--- src/bcu_params.svh ---
// bus control unit width, write buffer depth and read alignment macros
`ifndef BCU_PARAMS_SVH
`define BCU_PARAMS_SVH

// --------------------------------------------------
// bus widths
// --------------------------------------------------

`define BCU_ADDR_W 32 // byte address
`define BCU_DATA_W 32 // one memory bus word, 4 byte lanes

// --------------------------------------------------
// data side write buffer
// --------------------------------------------------

// entries held between writer and memory
// writer stalls on accept once all are taken
`define BCU_WBUF_DEPTH 4

// --------------------------------------------------
// read alignment
// --------------------------------------------------

// low address bits forced to zero on every read
`define BCU_LINE_BITS 4

`endif
--- src/bcu_pkg.sv ---
// bus control unit package: address, data and lane mask types, command, customer and FSM enums
`include "bcu_params.svh"

package bcu_pkg;

	// --------------------------------------------------
	// vectors
	// --------------------------------------------------

	typedef logic [`BCU_ADDR_W-1:0] mem_addr_t;      // byte address
	typedef logic [`BCU_DATA_W-1:0] data_word_t;     // one bus word
	typedef logic [`BCU_DATA_W/8-1:0] lane_mask_t;   // bit n enables byte lane n

	// --------------------------------------------------
	// memory bus command
	// --------------------------------------------------

	typedef enum logic [1:0] {
		cmd_nop   = 2'b00, // bus idle
		cmd_read  = 2'b01,
		cmd_write = 2'b10
	} mem_cmd_t;

	// owner of the transaction on the memory bus
	typedef enum logic [1:0] {
		cust_none   = 2'b00,
		cust_ifetch = 2'b01, // instruction read
		cust_dread  = 2'b10, // data read
		cust_dwrite = 2'b11  // buffered write
	} customer_t;

	// sequencer FSM
	typedef enum logic [1:0] {
		seq_idle   = 2'b00, // waiting for a request
		seq_busy   = 2'b01, // one transaction on the bus
		seq_drain  = 2'b10, // shutdown, only buffered writes served
		seq_halted = 2'b11  // shutdown done, held until reset
	} seq_state_t;

endpackage

--- src/cache_req_if.sv ---
// request interface between a cache port and the memory sequencer, with port and sequencer modports
`timescale 1ns/1ns

interface cache_req_if import bcu_pkg::*; ();

	// driven by the port, held stable until grant
	logic       valid;
	logic       write;  // 0 read, 1 write
	mem_addr_t  addr;   // already aligned or lane adjusted
	data_word_t wdata;  // lane steered write data
	lane_mask_t mask;   // byte lanes for mem_valid

	// driven by the sequencer
	logic       grant;  // one cycle, transaction done on the bus
	data_word_t rdata;  // memory read data, valid with grant
	logic       abort;  // shutdown, drop pending reads

	modport port (
		output valid,
		output write,
		output addr,
		output wdata,
		output mask,
		input  grant,
		input  rdata,
		input  abort
	);

	modport sequencer (
		input  valid,
		input  write,
		input  addr,
		input  wdata,
		input  mask,
		output grant,
		output rdata,
		output abort
	);

endinterface

--- src/bcu_top.sv ---
// bus control unit top level: cache side and memory bus pins, port and sequencer instances
`timescale 1ns/1ns

module bcu_top import bcu_pkg::*; (
	input  logic       sys_clk,
	input  logic       reset,

	// instruction cache
	input  mem_addr_t  icache_address,
	input  logic       icache_request_n,
	output logic       icache_done_n,
	output data_word_t cache_dbus,       // shared read data to both caches

	// data cache
	input  mem_addr_t  dcache_address,
	input  logic       dcache_request_n,
	output logic       dcache_done_n,
	input  logic       write_size,       // 0 byte, 1 word
	input  data_word_t write_data,
	input  logic       write_request_n,
	output logic       write_accept_n,

	// memory bus
	output mem_addr_t  mem_address,
	output data_word_t mem_busout,
	output mem_cmd_t   mem_control,
	output lane_mask_t mem_valid,
	input  data_word_t mem_busin,
	input  logic       mem_ack,

	// shutdown
	input  logic       start_shutdown,
	output logic       finished_shutdown
);

	data_word_t ifetch_dbus;
	data_word_t dcache_dbus;

	cache_req_if if_ifetch ();
	cache_req_if if_dcache ();

	ifetch_port u_ifetch_port (
		.sys_clk          (sys_clk),
		.reset            (reset),
		.icache_address   (icache_address),
		.icache_request_n (icache_request_n),
		.icache_done_n    (icache_done_n),
		.cache_dbus       (ifetch_dbus),
		.req              (if_ifetch.port)
	);

	dcache_port u_dcache_port (
		.sys_clk          (sys_clk),
		.reset            (reset),
		.dcache_address   (dcache_address),
		.dcache_request_n (dcache_request_n),
		.write_size       (write_size),
		.write_data       (write_data),
		.write_request_n  (write_request_n),
		.dcache_done_n    (dcache_done_n),
		.dcache_dbus      (dcache_dbus),
		.write_accept_n   (write_accept_n),
		.req              (if_dcache.port)
	);

	mem_sequencer u_mem_sequencer (
		.sys_clk           (sys_clk),
		.reset             (reset),
		.start_shutdown    (start_shutdown),
		.mem_busin         (mem_busin),
		.mem_ack           (mem_ack),
		.mem_address       (mem_address),
		.mem_busout        (mem_busout),
		.mem_control       (mem_control),
		.mem_valid         (mem_valid),
		.finished_shutdown (finished_shutdown),
		.ifetch            (if_ifetch.sequencer),
		.dcache            (if_dcache.sequencer)
	);

	// done cycles never overlap, data side wins its own cycle
	assign cache_dbus = !dcache_done_n ? dcache_dbus : ifetch_dbus;

endmodule

--- src/mem_sequencer.sv ---
// memory sequencer: port arbitration, memory bus driver, read data return and shutdown FSM
`timescale 1ns/1ns

module mem_sequencer import bcu_pkg::*; (
	input  logic            sys_clk,
	input  logic            reset,
	input  logic            start_shutdown,    // one cycle pulse
	input  data_word_t      mem_busin,
	input  logic            mem_ack,           // one cycle high, ends the command
	output mem_addr_t       mem_address,
	output data_word_t      mem_busout,
	output mem_cmd_t        mem_control,
	output lane_mask_t      mem_valid,
	output logic            finished_shutdown,
	cache_req_if.sequencer  ifetch,
	cache_req_if.sequencer  dcache
);

	seq_state_t state;
	customer_t  owner;  // who holds the bus, none when idle
	customer_t  pick;   // next owner, none if nothing to start
	logic       issue;
	logic       shut;   // drain or halted
	logic       drain_done;

	// selected request fields
	logic       pick_write;
	mem_addr_t  pick_addr;
	data_word_t pick_wdata;
	lane_mask_t pick_mask;

	assign shut = (state == seq_drain) || (state == seq_halted);

	// --------------------------------------------------
	// arbitration: ifetch read, data read, buffered write
	// --------------------------------------------------

	always_comb begin
		pick = cust_none;
		if (state == seq_idle && !start_shutdown) begin
			if (ifetch.valid)
				pick = cust_ifetch;
			else if (dcache.valid && !dcache.write)
				pick = cust_dread;
			else if (dcache.valid)
				pick = cust_dwrite;
		end else if (state == seq_drain && owner == cust_none) begin
			if (dcache.valid && dcache.write)
				pick = cust_dwrite; // draining, writes only
		end
	end

	assign issue = (pick != cust_none);

	always_comb begin
		if (pick == cust_ifetch) begin
			pick_write = ifetch.write;
			pick_addr  = ifetch.addr;
			pick_wdata = ifetch.wdata;
			pick_mask  = ifetch.mask;
		end else begin
			pick_write = dcache.write;
			pick_addr  = dcache.addr;
			pick_wdata = dcache.wdata;
			pick_mask  = dcache.mask;
		end
	end

	// FSM and command
	always_ff @(posedge sys_clk) begin
		if (reset) begin
			state       <= seq_idle;
			owner       <= cust_none;
			mem_control <= cmd_nop;
		end else begin
			if (owner != cust_none && mem_ack) begin
				mem_control <= cmd_nop; // nop in the cycle after ack
				owner       <= cust_none;
				if (state == seq_busy)
					state <= seq_idle;
			end else if (issue) begin
				mem_control <= pick_write ? cmd_write : cmd_read;
				owner       <= pick;
				if (state == seq_idle)
					state <= seq_busy;
			end
			// a transaction on the bus is kept, only its done is lost
			if (start_shutdown && !shut)
				state <= seq_drain;
			if (drain_done)
				state <= seq_halted;
		end
	end

	// address, data and lanes ride with the command
	always_ff @(posedge sys_clk) begin
		if (issue) begin
			mem_address <= pick_addr;
			mem_busout  <= pick_wdata;
			mem_valid   <= pick_mask;
		end
	end

	// --------------------------------------------------
	// port side returns
	// --------------------------------------------------

	// reads that complete during shutdown get no grant
	assign ifetch.grant = mem_ack && owner == cust_ifetch && !shut;
	assign dcache.grant = mem_ack && (owner == cust_dwrite ||
		(owner == cust_dread && !shut));
	assign ifetch.rdata = mem_busin;
	assign dcache.rdata = mem_busin;
	assign ifetch.abort = shut;
	assign dcache.abort = shut;

	// bus idle and buffer empty, flag shows in the cycle after the last ack
	assign drain_done        = (state == seq_drain) && owner == cust_none &&
		!(dcache.valid && dcache.write);
	assign finished_shutdown = drain_done || (state == seq_halted);

endmodule

--- src/dcache_port.sv ---
// data cache port: pending data read, lane steering write buffer and write accept handshake
`timescale 1ns/1ns
`include "bcu_params.svh"

module dcache_port import bcu_pkg::*; (
	input  logic       sys_clk,
	input  logic       reset,
	input  mem_addr_t  dcache_address,   // read and write address
	input  logic       dcache_request_n, // read, one cycle low pulse
	input  logic       write_size,       // 0 byte, 1 word
	input  data_word_t write_data,
	input  logic       write_request_n,  // held low until accept
	output logic       dcache_done_n,
	output data_word_t dcache_dbus,
	output logic       write_accept_n,
	cache_req_if.port  req
);

	localparam int DEPTH = `BCU_WBUF_DEPTH;
	localparam int PTR_W = $clog2(DEPTH);
	localparam mem_addr_t READ_MASK = ~mem_addr_t'((1 << `BCU_LINE_BITS) - 1);

	// --------------------------------------------------
	// read side state
	// --------------------------------------------------

	logic      rd_pend;  // data read waiting
	logic      rd_lock;  // read already shown to sequencer, hold it
	mem_addr_t rd_addr;

	// write buffer, entries stored already steered
	mem_addr_t  wb_addr [DEPTH];
	data_word_t wb_data [DEPTH];
	lane_mask_t wb_mask [DEPTH];
	logic [PTR_W-1:0] head;  // oldest entry
	logic [PTR_W-1:0] tail;  // next free slot
	logic [PTR_W:0]   count;

	logic       full;
	logic       push;        // accept a write this cycle
	logic       pop;         // oldest write done on the bus
	logic       rd_done;     // read granted
	logic       show_read;   // read presented instead of a write
	logic [1:0] lane;
	mem_addr_t  entry_addr;
	data_word_t entry_data;
	lane_mask_t entry_mask;

	assign full = (count == (PTR_W+1)'(DEPTH));
	// accept_n high check makes the accept a single cycle pulse
	assign push = !write_request_n && write_accept_n && !full && !req.abort;

	// read only once the buffer is empty, then held until its grant
	assign show_read = !req.abort && (rd_lock || (rd_pend && count == '0));
	assign pop       = req.grant && !show_read;
	assign rd_done   = req.grant && show_read;

	// --------------------------------------------------
	// lane steering on entry
	// --------------------------------------------------

	assign lane = dcache_address[1:0];

	always_comb begin
		if (write_size) begin // word, word aligned address
			entry_addr = dcache_address & ~mem_addr_t'(3);
			entry_data = write_data;
			entry_mask = '1;
		end else begin        // byte on lane addr[1:0]
			entry_addr = dcache_address;
			entry_data = data_word_t'(write_data[7:0]) << {lane, 3'b000};
			entry_mask = lane_mask_t'(1) << lane;
		end
	end

	// control state
	always_ff @(posedge sys_clk) begin
		if (reset) begin
			rd_pend        <= 1'b0;
			rd_lock        <= 1'b0;
			dcache_done_n  <= 1'b1;
			write_accept_n <= 1'b1;
			head           <= '0;
			tail           <= '0;
			count          <= '0;
		end else begin
			dcache_done_n  <= 1'b1;
			write_accept_n <= !push;
			if (req.abort) begin
				rd_pend <= 1'b0; // writes stay, reads are dropped
				rd_lock <= 1'b0;
			end else if (rd_done) begin
				rd_pend       <= 1'b0;
				rd_lock       <= 1'b0;
				dcache_done_n <= 1'b0;
			end else begin
				if (!dcache_request_n && !rd_pend)
					rd_pend <= 1'b1;
				if (show_read)
					rd_lock <= 1'b1;
			end
			if (push)
				tail <= (tail == PTR_W'(DEPTH - 1)) ? '0 : tail + 1'b1;
			if (pop)
				head <= (head == PTR_W'(DEPTH - 1)) ? '0 : head + 1'b1;
			if (push && !pop)
				count <= count + 1'b1;
			else if (pop && !push)
				count <= count - 1'b1;
		end
	end

	// payload, no reset
	always_ff @(posedge sys_clk) begin
		if (!dcache_request_n && !rd_pend)
			rd_addr <= dcache_address & READ_MASK;
		if (rd_done)
			dcache_dbus <= req.rdata;
		if (push) begin
			wb_addr[tail] <= entry_addr;
			wb_data[tail] <= entry_data;
			wb_mask[tail] <= entry_mask;
		end
	end

	// request towards the sequencer
	assign req.valid = show_read || (count != '0);
	assign req.write = !show_read;
	assign req.addr  = show_read ? rd_addr : wb_addr[head];
	assign req.wdata = show_read ? '0 : wb_data[head];
	assign req.mask  = show_read ? '1 : wb_mask[head];

endmodule

--- src/ifetch_port.sv ---
// instruction fetch port: single read request holding, address alignment and done pulse
`timescale 1ns/1ns
`include "bcu_params.svh"

module ifetch_port import bcu_pkg::*; (
	input  logic       sys_clk,
	input  logic       reset,
	input  mem_addr_t  icache_address,
	input  logic       icache_request_n, // one cycle low pulse
	output logic       icache_done_n,    // one cycle low, cache_dbus valid
	output data_word_t cache_dbus,
	cache_req_if.port  req
);

	// reads go out with the low line bits cleared
	localparam mem_addr_t READ_MASK = ~mem_addr_t'((1 << `BCU_LINE_BITS) - 1);

	logic      req_pend; // read waiting for or on the bus
	mem_addr_t req_addr;

	// request state and done strobe
	always_ff @(posedge sys_clk) begin
		if (reset) begin
			req_pend      <= 1'b0;
			icache_done_n <= 1'b1;
		end else begin
			icache_done_n <= 1'b1; // strobe lasts one cycle
			if (req.abort) begin
				req_pend <= 1'b0; // shutdown drops it, no done
			end else if (req.grant) begin
				req_pend      <= 1'b0;
				icache_done_n <= 1'b0;
			end else if (!icache_request_n && !req_pend) begin
				req_pend <= 1'b1;
			end
		end
	end

	// address and returned word
	always_ff @(posedge sys_clk) begin
		if (!icache_request_n && !req_pend)
			req_addr <= icache_address & READ_MASK;
		if (req.grant)
			cache_dbus <= req.rdata; // rdata is mem_busin in the ack cycle
	end

	// always a full word read
	assign req.valid = req_pend;
	assign req.write = 1'b0;
	assign req.addr  = req_addr;
	assign req.wdata = '0;
	assign req.mask  = '1;

endmodule

--- config.mk ---
export PLATFORM = sky130hd
export DESIGN_NAME = bcu_top
export DESIGN_NICKNAME = d
export VERILOG_FILES = /design/src/bcu_pkg.sv /design/src/cache_req_if.sv /design/src/bcu_top.sv /design/src/mem_sequencer.sv /design/src/dcache_port.sv /design/src/ifetch_port.sv
export VERILOG_INCLUDE_DIRS = /design/src
export SDC_FILE = /design/constraint.sdc
export NUM_CORES = 1
export LEC_CHECK = 0
export BUFFER_PORTS_ARGS = -buffer_cell sky130_fd_sc_hd__buf_4
export CAP_MARGIN = 15
export CORE_MARGIN = 1.5
export CORE_UTILIZATION = 62
export DETAILED_ROUTE_END_ITERATION = 16
export PLACE_DENSITY = 0.91
export SLEW_MARGIN = 0
export SYNTH_ARGS = -nofsm -noshare
export SYNTH_HDL_FRONTEND = slang
export SYNTH_SLANG_ARGS = --single-unit
--- constraint.sdc ---
create_clock -name sys_clk -period 13.4 [get_ports sys_clk]
set_input_delay 2.68 -clock sys_clk [delete_from_list [all_inputs] [get_ports sys_clk]]
set_output_delay 2.68 -clock sys_clk [all_outputs]
set_load 0.05 [all_outputs]
==> results of run 1 <==
[state kept, by name (all words and copies together), names as in the netlist, named ones only]
| name | flops |
|---|---|
| u_dcache_port.wb_addr | 128 |
| u_dcache_port.wb_data | 128 |
| u_dcache_port.dcache_dbus | 32 |
| u_ifetch_port.cache_dbus | 32 |
| u_mem_sequencer.mem_address | 32 |
| u_mem_sequencer.mem_busout | 32 |
| u_dcache_port.rd_addr | 28 |
| u_ifetch_port.req.addr | 28 |
| u_dcache_port.wb_mask | 16 |
| u_mem_sequencer.mem_valid | 4 |
| u_dcache_port.count | 3 |
| u_dcache_port.head | 2 |
| u_dcache_port.tail | 2 |
| u_mem_sequencer.mem_control | 2 |
| u_mem_sequencer.owner | 2 |
| u_mem_sequencer.state | 2 |
| u_dcache_port.dcache_done_n | 1 |
| u_dcache_port.rd_lock | 1 |
| u_dcache_port.rd_pend | 1 |
| u_dcache_port.write_accept_n | 1 |
| u_ifetch_port.icache_done_n | 1 |
| u_ifetch_port.req.valid | 1 |
[cell type report]
type,count,area share
clock buffer,57,0.0570
clock inverter,25,0.0114
inverter,8,0.00138
multi-input combinational,382,0.171
sequential,481,0.652
tap,384,0.0220
timing repair buffer,248,0.0853
[power breakdown]
part	leakage, nW	switching (W)	total, W	internal [W]
Clock	0.732	0.000517	0.00127	0.000753
Combinational	2.53	0.000496	0.000726	0.000231
Sequential	4.42	0.0000515	0.00188	0.00183
[through the flow]
| stage | setup slack (ps) | hold slack [ps] |
|---|---|---|
| floorplan | 6810 | 496 |
| global placement | 8080 | 471 |
| detailed placement | 8050 | 495 |
| CTS | 8560 | 505 |
| global route | 8460 | 544 |
| finish | 8560 | 509 |
[critical path: stages (launching register included)]
cell and delay, ps:
dfxtp_1 720, nor4b_2 480, a22o_1 220, buf_4 210
[cells in the mapped netlist, drive strengths merged, types with 13 or more instances]
library cell and n:
dfxtp 21, mux2 33, buf 23, mux2i 32, o21ai 56, mux4 68
edfxtp 460, nor2 20, nand2b 18, nor2b 39, and2 13, nand2 55
clkbuf 16
[layer usage]
layer | part of all wire | GRT usage
met4 | 0.033 | 0.0959
met3 | 0.072 | 0.0405
met2 | 0.52 | 0.417
met1 | 0.38 | 0.313
met5 | 0 | 0
[kinds of logic (layout without fill, tap and decap cells)]
kind of cell             Yosys count  count (layout)  synth area share
multiplexers                     133             133             0.123
adder cells (fa/ha/maj)            7               7           0.00525
AO/OA/AOI/OAI                     76              76            0.0267
buffers and inverters             47             338            0.0117
flip-flops                       481             481             0.786
AND/OR/NAND/NOR                  164             164            0.0468
XOR/XNOR                           2               2          0.000967
[worst paths after layout]
kind,slack [ps],endpoint,from
hold / removal,510,u_mem_sequencer.mem_control[1],u_mem_sequencer.mem_control[1]
setup reg to reg,10080,u_mem_sequencer.mem_busout[1],u_mem_sequencer.state[1]
hold reg to reg,510,u_mem_sequencer.mem_control[1],u_mem_sequencer.mem_control[1]
setup / recovery,8560,finished_shutdown,u_mem_sequencer.state[1]
==> results_dict.tcl, run 1 <==
set metrics [dict create \
    drive_gt1_frac 0.346 \
    seq_area_frac_synth 0.786 \
    dieWidth_um 174 \
    synthesis.nets 1053 \
    diodes 0 \
    arrival_ps 2160 \
    clkSinkCount 481 \
    cellLeakagePower_nw 7.67 \
    cts_root_buf "clkbuf_16" \
    cts_buffer_depth 3 \
    nFillCells 1527 \
    routed_wl_mm 36.3 \
    worst_pin_slew_ps 1110 \
    start_util 0.631 \
    maxCapViolations 0 \
    grt_pass1_vias 9845 \
    dr.pass1.iters 7 \
    clkLatencyLatePin_ps 530 \
    cts_max_level 2 \
    netlist.area_leader.share 0.763 \
    pwr_density_cell_nw_per_um2 178 \
    chipHeight_um 174 \
    critPathLaunchType "flop" \
    post-place-cells 1503 \
    finalSetupTns_ps 0 \
    layout.cells.most_common "edfxtp_1" \
    cts_tree "yes" \
    slew_headroom 0.257 \
    rsz0062_at_grt "false" \
    ctsResizeCount 0 \
    ff_latch_area_um2 14200 \
    max_freq_ghz 0.206 \
    synth.distinct_cells 44 \
    synth_edf_count 460 \
    hold_path.class "flop to flop" \
    dr_total_vias 9346 \
    fin_area_um2 21800 \
    portBuffers 237 \
    grt_overflow 0 \
    dp_hpwl_mm 21.7 \
    clock-skew-final_ps 12.2 \
    grt_max_degree 69 \
    coreArea_um2 28700 \
    ant_nets 0 \
    postPlaceCellArea_um2 20300 \
    ys_ff_latch 481 \
    synth_area_um2 18100 \
    grt.total_usage 0.242 \
    async_reset_ff_frac 0 \
    syn_inst 910 \
    rows 62 \
    cp_max_fo 16 \
    mostFrequentLayoutCells "edfxtp_1 (460), buf_4 (248), mux4_2 (68)" \
    finalCritPeriodShare 0.362 \
    io_pins 242 \
    min_period_ps 4840 \
    detailedRoute.firstIterationViolations 749 \
    antenna_found_initial 0 \
    vdd_ir_drop_max_uv 156 \
    multi_input_area_um2 3720 \
    cp-end-kind "output port" \
    path_class "flop to output port" \
    routedWlPerCell_um 22.9 \
    hold_buffers 0 \
    drv_slew 0 \
    ff2ff_path_depth 4 \
    syn_area_per_cell_um2 19.9 \
    setup_viol 0 \
    final_nets 1310 \
    yosys_warnings 0 \
    gp_congestion 0.853 \
    synth_top_cells_by_area "edfxtp_1 (76%), mux4_2 (8.5%), dfxtp_1 (2.3%), mux2i_1 (1.8%), nor2b_1 (1.3%)" \
    synthFlopType "edfxtp_1" \
    hold_viol 0 \
    postCtsSetupBuffers 0 \
    drc 0 \
    synth_largest_area_cell "edfxtp_1" \
    grt_pass1_wl_mm 55.2 \
    die-area_um2 30200 \
    finalPower_w 0.00388 \
    vias_per_cell 5.90 \
    run_status "finished, final reports clean" \
    cts_buffers 46 \
    fin_cells 1585 \
    path_clk_slew_ps 60 \
    post-route-util 0.760 \
    min_delay_path_depth 2 \
    crit_required_ps 10720 \
    syn_to_final_growth_pct 20.5 \
]
Note: power is estimated with default switching activity, not from simulation.
==> run 2, diff against run 1 <==
--- a/config.mk
+++ b/config.mk
@@ -6,12 +6,13 @@
 export SDC_FILE = /design/constraint.sdc
 export NUM_CORES = 1
 export LEC_CHECK = 0
+export ABC_AREA = 1
 export BUFFER_PORTS_ARGS = -buffer_cell sky130_fd_sc_hd__buf_4
 export CAP_MARGIN = 15
 export CORE_MARGIN = 1.5
-export CORE_UTILIZATION = 62
+export CORE_UTILIZATION = 57
 export DETAILED_ROUTE_END_ITERATION = 16
-export PLACE_DENSITY = 0.91
+export PLACE_DENSITY = 0.85
 export SLEW_MARGIN = 0
 export SYNTH_ARGS = -nofsm -noshare
 export SYNTH_HDL_FRONTEND = slang
==> constraint.sdc (replaced) <==
create_clock -name sys_clk -period 4.72 [get_ports sys_clk]
set_input_delay 0.944 -clock sys_clk [delete_from_list [all_inputs] [get_ports sys_clk]]
set_output_delay 0.944 -clock sys_clk [all_outputs]
set_load 0.05 [all_outputs]
==> run 2 against run 1 <==
  * Critical path depth increased by 3
  * Routed wire length increased by 12%
  * Final cell count increased by 26%
  * Combinational power increased to 6.4 times the previous value
  * Via count increased by 24%
  * Clock power increased to 3.0 times the previous value
  * Register-to-register slack got worse by 8300 ps
  * Synthesized area increased by 1.0%
  * Worst setup slack got worse by 7000 ps
  * Design area increased by 1.4%
  * Die area increased by 9.7%
  * Worst hold slack got worse by 48 ps
  * Critical path type unchanged
  * Critical endpoint unchanged
  * Largest cell class unchanged
  * Largest power group unchanged
==> results_dict.tcl, run 2 <==
set metrics [dict create \
    grt_pass1_wl_mm 61.9 \
    drc 0 \
    async_reset_ff_frac 0 \
    ys_ff_latch 481 \
    cts_max_level 2 \
    path_class "flop to output port" \
    synth_area_um2 18300 \
    synthTopCellsByCount "edfxtp_1 (460), nor2_1 (260), o21ai_0 (165)" \
    hold_buffers 0 \
    pwr_density_cell_nw_per_um2 661 \
    syn_area_per_cell_um2 13.9 \
    place_ws_ps 1700 \
    worst_pin_slew_ps 1090 \
    rows 65 \
    cp-end-kind "output port" \
    diodes 0 \
    hold_path.class "flop to flop" \
    clock-skew-final_ps 18.8 \
    vdd_ir_drop_max_uv 379 \
    clkLatencyLatePin_ps 540 \
    max_freq_ghz 0.316 \
    cts_buffer_depth 3 \
    setup_viol 0 \
    seq_area_frac_synth 0.778 \
    synth_top_cells_by_area "edfxtp_1 (75%), nor2_1 (5.3%), o21ai_0 (4.5%), nand2_1 (2.5%), dfxtp_1 (2.3%)" \
    cts_buffers 47 \
    rr_startpoint "u_mem_sequencer.state[1]" \
    grt_max_degree 76 \
    clkSinkCount 481 \
    reg_top3 "u_dcache_port.wb_addr: 128 flops, u_dcache_port.wb_data: 128 flops" \
    path_clk_slew_ps 60 \
    portBuffers 237 \
    cp_max_fo 37 \
    gp_congestion 0.876 \
    dieWidth_um 182 \
    synth_largest_area_cell "edfxtp_1" \
    mostFrequentLayoutCells "edfxtp_1 (460), buf_4 (260), nor2_1 (253)" \
    finalCritPeriodShare 0.669 \
    syn_to_final_growth_pct 20.9 \
    yosysMostFrequentCell "edfxtp_1" \
    synth.distinct_cells 33 \
    grt_overflow 0 \
    hold_viol 0 \
    crit_required_ps 3780 \
    die-area_um2 33200 \
    dr_total_vias 11582 \
    r2r_end "u_mem_sequencer.mem_address[5]" \
    drive_gt1_frac 0.250 \
    synth_edf_count 460 \
    cts_tree "yes" \
    antenna_found_initial 0 \
    critPathLaunchType "flop" \
    fin_ws_ps 1560 \
    drv_slew 0 \
    arrival_ps 2220 \
    maxCapViolations 0 \
    ant_nets 0 \
    chipHeight_um 182 \
    synthFlopType "edfxtp_1" \
    io_pins 242 \
    rsz0062_at_grt "false" \
    netlist.area_leader.share 0.755 \
    crit_start "u_mem_sequencer.state[1]" \
    run_status "finished, final reports clean" \
    final_nets 1701 \
    yosys_warnings 0 \
    syn_inst 1315 \
    start_util 0.580 \
    ff2ff_setup_slack_ps 1770 \
    routed_wl_mm 40.8 \
    ctsResizeCount 0 \
    synthesis.nets 1458 \
    layout.cells.most_common "edfxtp_1" \
    post-route-util 0.701 \
    slew_headroom 0.267 \
    cellLeakagePower_nw 8.04 \
    coreArea_um2 31600 \
    finalPower_w 0.0146 \
    min_period_ps 3160 \
    dr.pass1.iters 6 \
    postCtsSetupBuffers 0 \
    vias_per_cell 5.80 \
    grt.total_usage 0.242 \
    finalSetupTns_ps 0 \
    grt_pass1_vias 11525 \
    endpoint "finished_shutdown" \
    cts_root_buf "clkbuf_16" \
    routedWlPerCell_um 20.4 \
    dp_hpwl_mm 23.8 \
    ff2ff_path_depth 7 \
    detailedRoute.firstIterationViolations 1168 \
]
-- run 2: through the flow --
stage          cells  cell area (um2)  hold slack (ps)
2_1_floorplan   1315            18300              432
3_3_place_gp    1910            20500              445
3_5_place_dp    1910            20500              455
4_1_cts         1996            22100              462
5_1_grt         1997            22100              490
6_report        1997            22100              461
-- run 2: critical path, stage by stage (launching register included) --
cell	delay, ps
dfxtp_1	510
inv_2	130
nand2_4	420
nand2_1	180
nand2_1	120
o21ai_0	100
buf_4	210
-- run 2: routing by layer --
metal  GRT usage  part of all wire  vias up
met1       0.311              0.39     5629
met5           0                 0        -
met3      0.0463             0.083       95
met2       0.410              0.50      608
li1            -                 -     5250
met4      0.0962             0.032        0
-- run 2: cell families (layout without fill, tap and decap cells) --
| kind of cell | after synthesis | count (layout) | share of synthesized area |
|---|---|---|---|
| and+or+nand+nor | 406 | 406 | 0.0881 |
| adders and majority gates | 7 | 7 | 0.00520 |
| buffers and inverters | 107 | 387 | 0.0246 |
| DFF | 481 | 481 | 0.778 |
| muxes | 32 | 32 | 0.0197 |
| AOI/OAI and AO/OA | 282 | 282 | 0.0846 |
-- run 2: power breakdown --
| group | leakage, nW | internal (W) | switching (W) |
|---|---|---|---|
| Clock | 0.782 | 0.00232 | 0.00152 |
| Sequential | 4.43 | 0.00588 | 0.000270 |
| Combinational | 2.83 | 0.00120 | 0.00342 |
| Total | 8.04 | 0.00940 | 0.00521 |
-- run 2: final cells by class --
type | instances | area (um2)
Clock buffer | 53 | 1240
Timing Repair Buffer | 261 | 1970
Tap cell | 402 | 503
Multi-Input combinational cell | 727 | 3660
Fill cell | 2020 | 9430
Sequential cell | 481 | 14200
Clock inverter | 33 | 358
Inverter | 40 | 150
-- run 2: worst min-delay path by stage --
| stage | end | cells past startpoint | startpoint | slack (ps) |
|---|---|---|---|---|
| floorplan | u_dcache_port.rd_lock | 2 | u_dcache_port.rd_lock | 430 |
| global placement | u_dcache_port.rd_lock | 2 | u_dcache_port.rd_lock | 450 |
| detailed placement | u_dcache_port.rd_lock | 2 | u_dcache_port.rd_lock | 450 |
| CTS | u_dcache_port.rd_lock | 2 | u_dcache_port.rd_lock | 460 |
| global route | u_dcache_port.rd_lock | 2 | u_dcache_port.rd_lock | 490 |
| finish | u_dcache_port.rd_lock | 2 | u_dcache_port.rd_lock | 460 |
==> run 3, diff against run 2 <==
--- a/config.mk
+++ b/config.mk
@@ -10,9 +10,9 @@
 export BUFFER_PORTS_ARGS = -buffer_cell sky130_fd_sc_hd__buf_4
 export CAP_MARGIN = 15
 export CORE_MARGIN = 1.5
-export CORE_UTILIZATION = 57
+export CORE_UTILIZATION = 52
 export DETAILED_ROUTE_END_ITERATION = 16
-export PLACE_DENSITY = 0.85
+export PLACE_DENSITY = 0.82
 export SLEW_MARGIN = 0
 export SYNTH_ARGS = -nofsm -noshare
 export SYNTH_HDL_FRONTEND = slang
==> constraint.sdc (replaced) <==
create_clock -name sys_clk -period 2.72 [get_ports sys_clk]
set_input_delay 0.544 -clock sys_clk [delete_from_list [all_inputs] [get_ports sys_clk]]
set_output_delay 0.544 -clock sys_clk [all_outputs]
set_load 0.05 [all_outputs]
==> run 3 against run 2 <==
  * Power is 72% higher
  * Critical path depth shrank 1
  * Critical path type unchanged
  * Clock skew is essentially flat
  * Largest power group unchanged
  * Worst setup slack worse by 1300 ps
  * Via count down 1.4%
  * Register-to-register slack worse by 1400 ps
  * Global-route usage fell by 2.0 points
  * Final cell count is 2.8% higher
==> results_dict.tcl, run 3 (synthesis gave the netlist of run 2 again) <==
set metrics [dict create \
    finalPower_w 0.0251 \
    layout.cells.most_common "edfxtp_1" \
    cts_root_buf "clkbuf_16" \
    max_freq_ghz 0.413 \
    grt_pass1_vias 11405 \
    postCtsSetupBuffers 0 \
    grt_overflow 0 \
    hold_start "icache_address[27]" \
    worst_pin_slew_ps 766 \
    die-area_um2 36300 \
    cp_max_fo 8 \
    drv_slew 0 \
    run_status "finished, final reports clean" \
    cts_max_level 2 \
    min_delay_path_depth 1 \
    dieWidth_um 191 \
    crit_family "flip-flops" \
    grt_max_degree 75 \
    r2r_end "u_mem_sequencer.mem_busout[24]" \
    ant_nets 0 \
    ctsResizeCount 0 \
    min_period_ps 2420 \
    cellLeakagePower_nw 8.03 \
    vdd_ir_drop_max_uv 765 \
    cp_cell_sequence "nand2_2 -> nor3_4 -> nand2_1 -> o21ai_0 -> buf_4" \
    path_clk_slew_ps 60 \
    cts_buffer_depth 3 \
    vias_per_cell 5.57 \
    start_util 0.528 \
    antenna_found_initial 0 \
    chipHeight_um 191 \
    arrival_ps 1880 \
    rr_startpoint "u_mem_sequencer.state[1]" \
    clock-skew-final_ps 18.3 \
    path_class "flop to output port" \
    slew_headroom 0.489 \
    detailedRoute.firstIterationViolations 928 \
    maxCapViolations 0 \
    dr_total_vias 11425 \
    setup_viol 0 \
    io_pins 242 \
    grt.total_usage 0.222 \
    clkLatencyLatePin_ps 560 \
    ff2ff_path_depth 6 \
    coreArea_um2 34600 \
    grt_pass1_wl_mm 61.6 \
    gp_congestion 0.868 \
    drc 0 \
    clkSinkCount 481 \
    cts_tree "yes" \
    dr.pass1.iters 5 \
    routed_wl_mm 41.3 \
    max_stage_delay_ps 540 \
    hold_buffers 0 \
    post-route-util 0.643 \
    pwr_density_cell_nw_per_um2 1130 \
    dp_hpwl_mm 24.5 \
    reg_top3 "u_dcache_port.wb_addr: 128 flops, u_dcache_port.wb_data: 128 flops" \
    mostFrequentLayoutCells "edfxtp_1 (460), nor2_1 (253), buf_4 (251)" \
    critical-path-slowest-cell "dfxtp_1" \
    portBuffers 237 \
    drive_gt1_frac 0.247 \
    final_nets 1705 \
    ff2ff_setup_slack_ps 370 \
    finalCritPeriodShare 0.890 \
    diodes 0 \
    hold_path.class "input port to flop" \
    crit_required_ps 2180 \
    cts_buffers 47 \
    critPathLaunchType "flop" \
    rows 68 \
    cp-end-kind "output port" \
    routedWlPerCell_um 20.1 \
    hold-path-endpoint "u_ifetch_port.req.addr[27]" \
    syn_to_final_growth_pct 21.6 \
    rsz0062_at_grt "false" \
    hold_viol 0 \
    worst-path-buf-inv 1 \
]
==> run 3: changes by cell type in the layout (fill, tap and decap cells not counted), sizes merged <==
cell	before	now
bufinv	8	3
clkinv	22	18
buf	261	265
clkbuf	53	60
==> run 3: worst reg2reg max path: cells and delay by family, from the launching register on <==
family,cells,cell delay (ps)
DFF,1,540
and+or+nand+nor,2,530
AOI/OAI and AO/OA,1,240
buffers and inverters,3,860
==> run 3: through the flow <==
stage               cells  hold slack (ps)  setup slack [ps]  setup TNS, ps  area [um2]
floorplan            1315              432              -503        -136830       18300
detailed placement   1968              462               404              0       20800
finish               2052              163               299              0       22300
global route         2052              142               213              0       22300
CTS                  2052              142               297              0       22300
global placement     1968              446               454              0       20800
==> run 3: metal layers <==
layer | global-route usage | vias up | share of wire
met5 | 0 | - | 0
met4 | 0.0796 | 0 | 0.028
met3 | 0.0431 | 81 | 0.085
met2 | 0.378 | 537 | 0.50
met1 | 0.285 | 5556 | 0.39
li1 | - | 5251 | -
==> run 3: cell type report <==
cell class | count | area (um2)
well taps | 455 | 569
clock buffers | 60 | 1270
fillers | 2334 | 12400
inverters | 40 | 150
clock inverters | 24 | 194
repair buffers | 265 | 2160
multi-input cells | 727 | 3670
flip-flops and latches | 481 | 14200
==> run 3: power breakdown <==
group / switching, W / leakage (nW) / internal (W) / total [W]
Clock: 0.00259 / 0.709 / 0.00357 / 0.00616
Combinational: 0.00600 / 2.89 / 0.00224 / 0.00824
Sequential: 0.000514 / 4.43 / 0.0102 / 0.0107
Total: 0.00911 / 8.03 / 0.0160 / 0.0251
==> run 3: how the worst max path moves through the flow <==
| stage | startpoint | end | slack [ps] | depth (start not counted) |
|---|---|---|---|---|
| after floorplan | u_dcache_port.write_accept_n | u_dcache_port.wb_addr[0][0] | -500 | 3 |
| after global placement | write_request_n | u_dcache_port.wb_addr[3][29] | 450 | 6 |
| after detailed placement | u_mem_sequencer.state[1] | u_mem_sequencer.mem_busout[24] | 400 | 6 |
| after CTS | u_mem_sequencer.state[1] | finished_shutdown | 300 | 5 |
| after global routing | u_mem_sequencer.state[1] | finished_shutdown | 210 | 5 |
| final | u_mem_sequencer.state[1] | finished_shutdown | 300 | 5 |
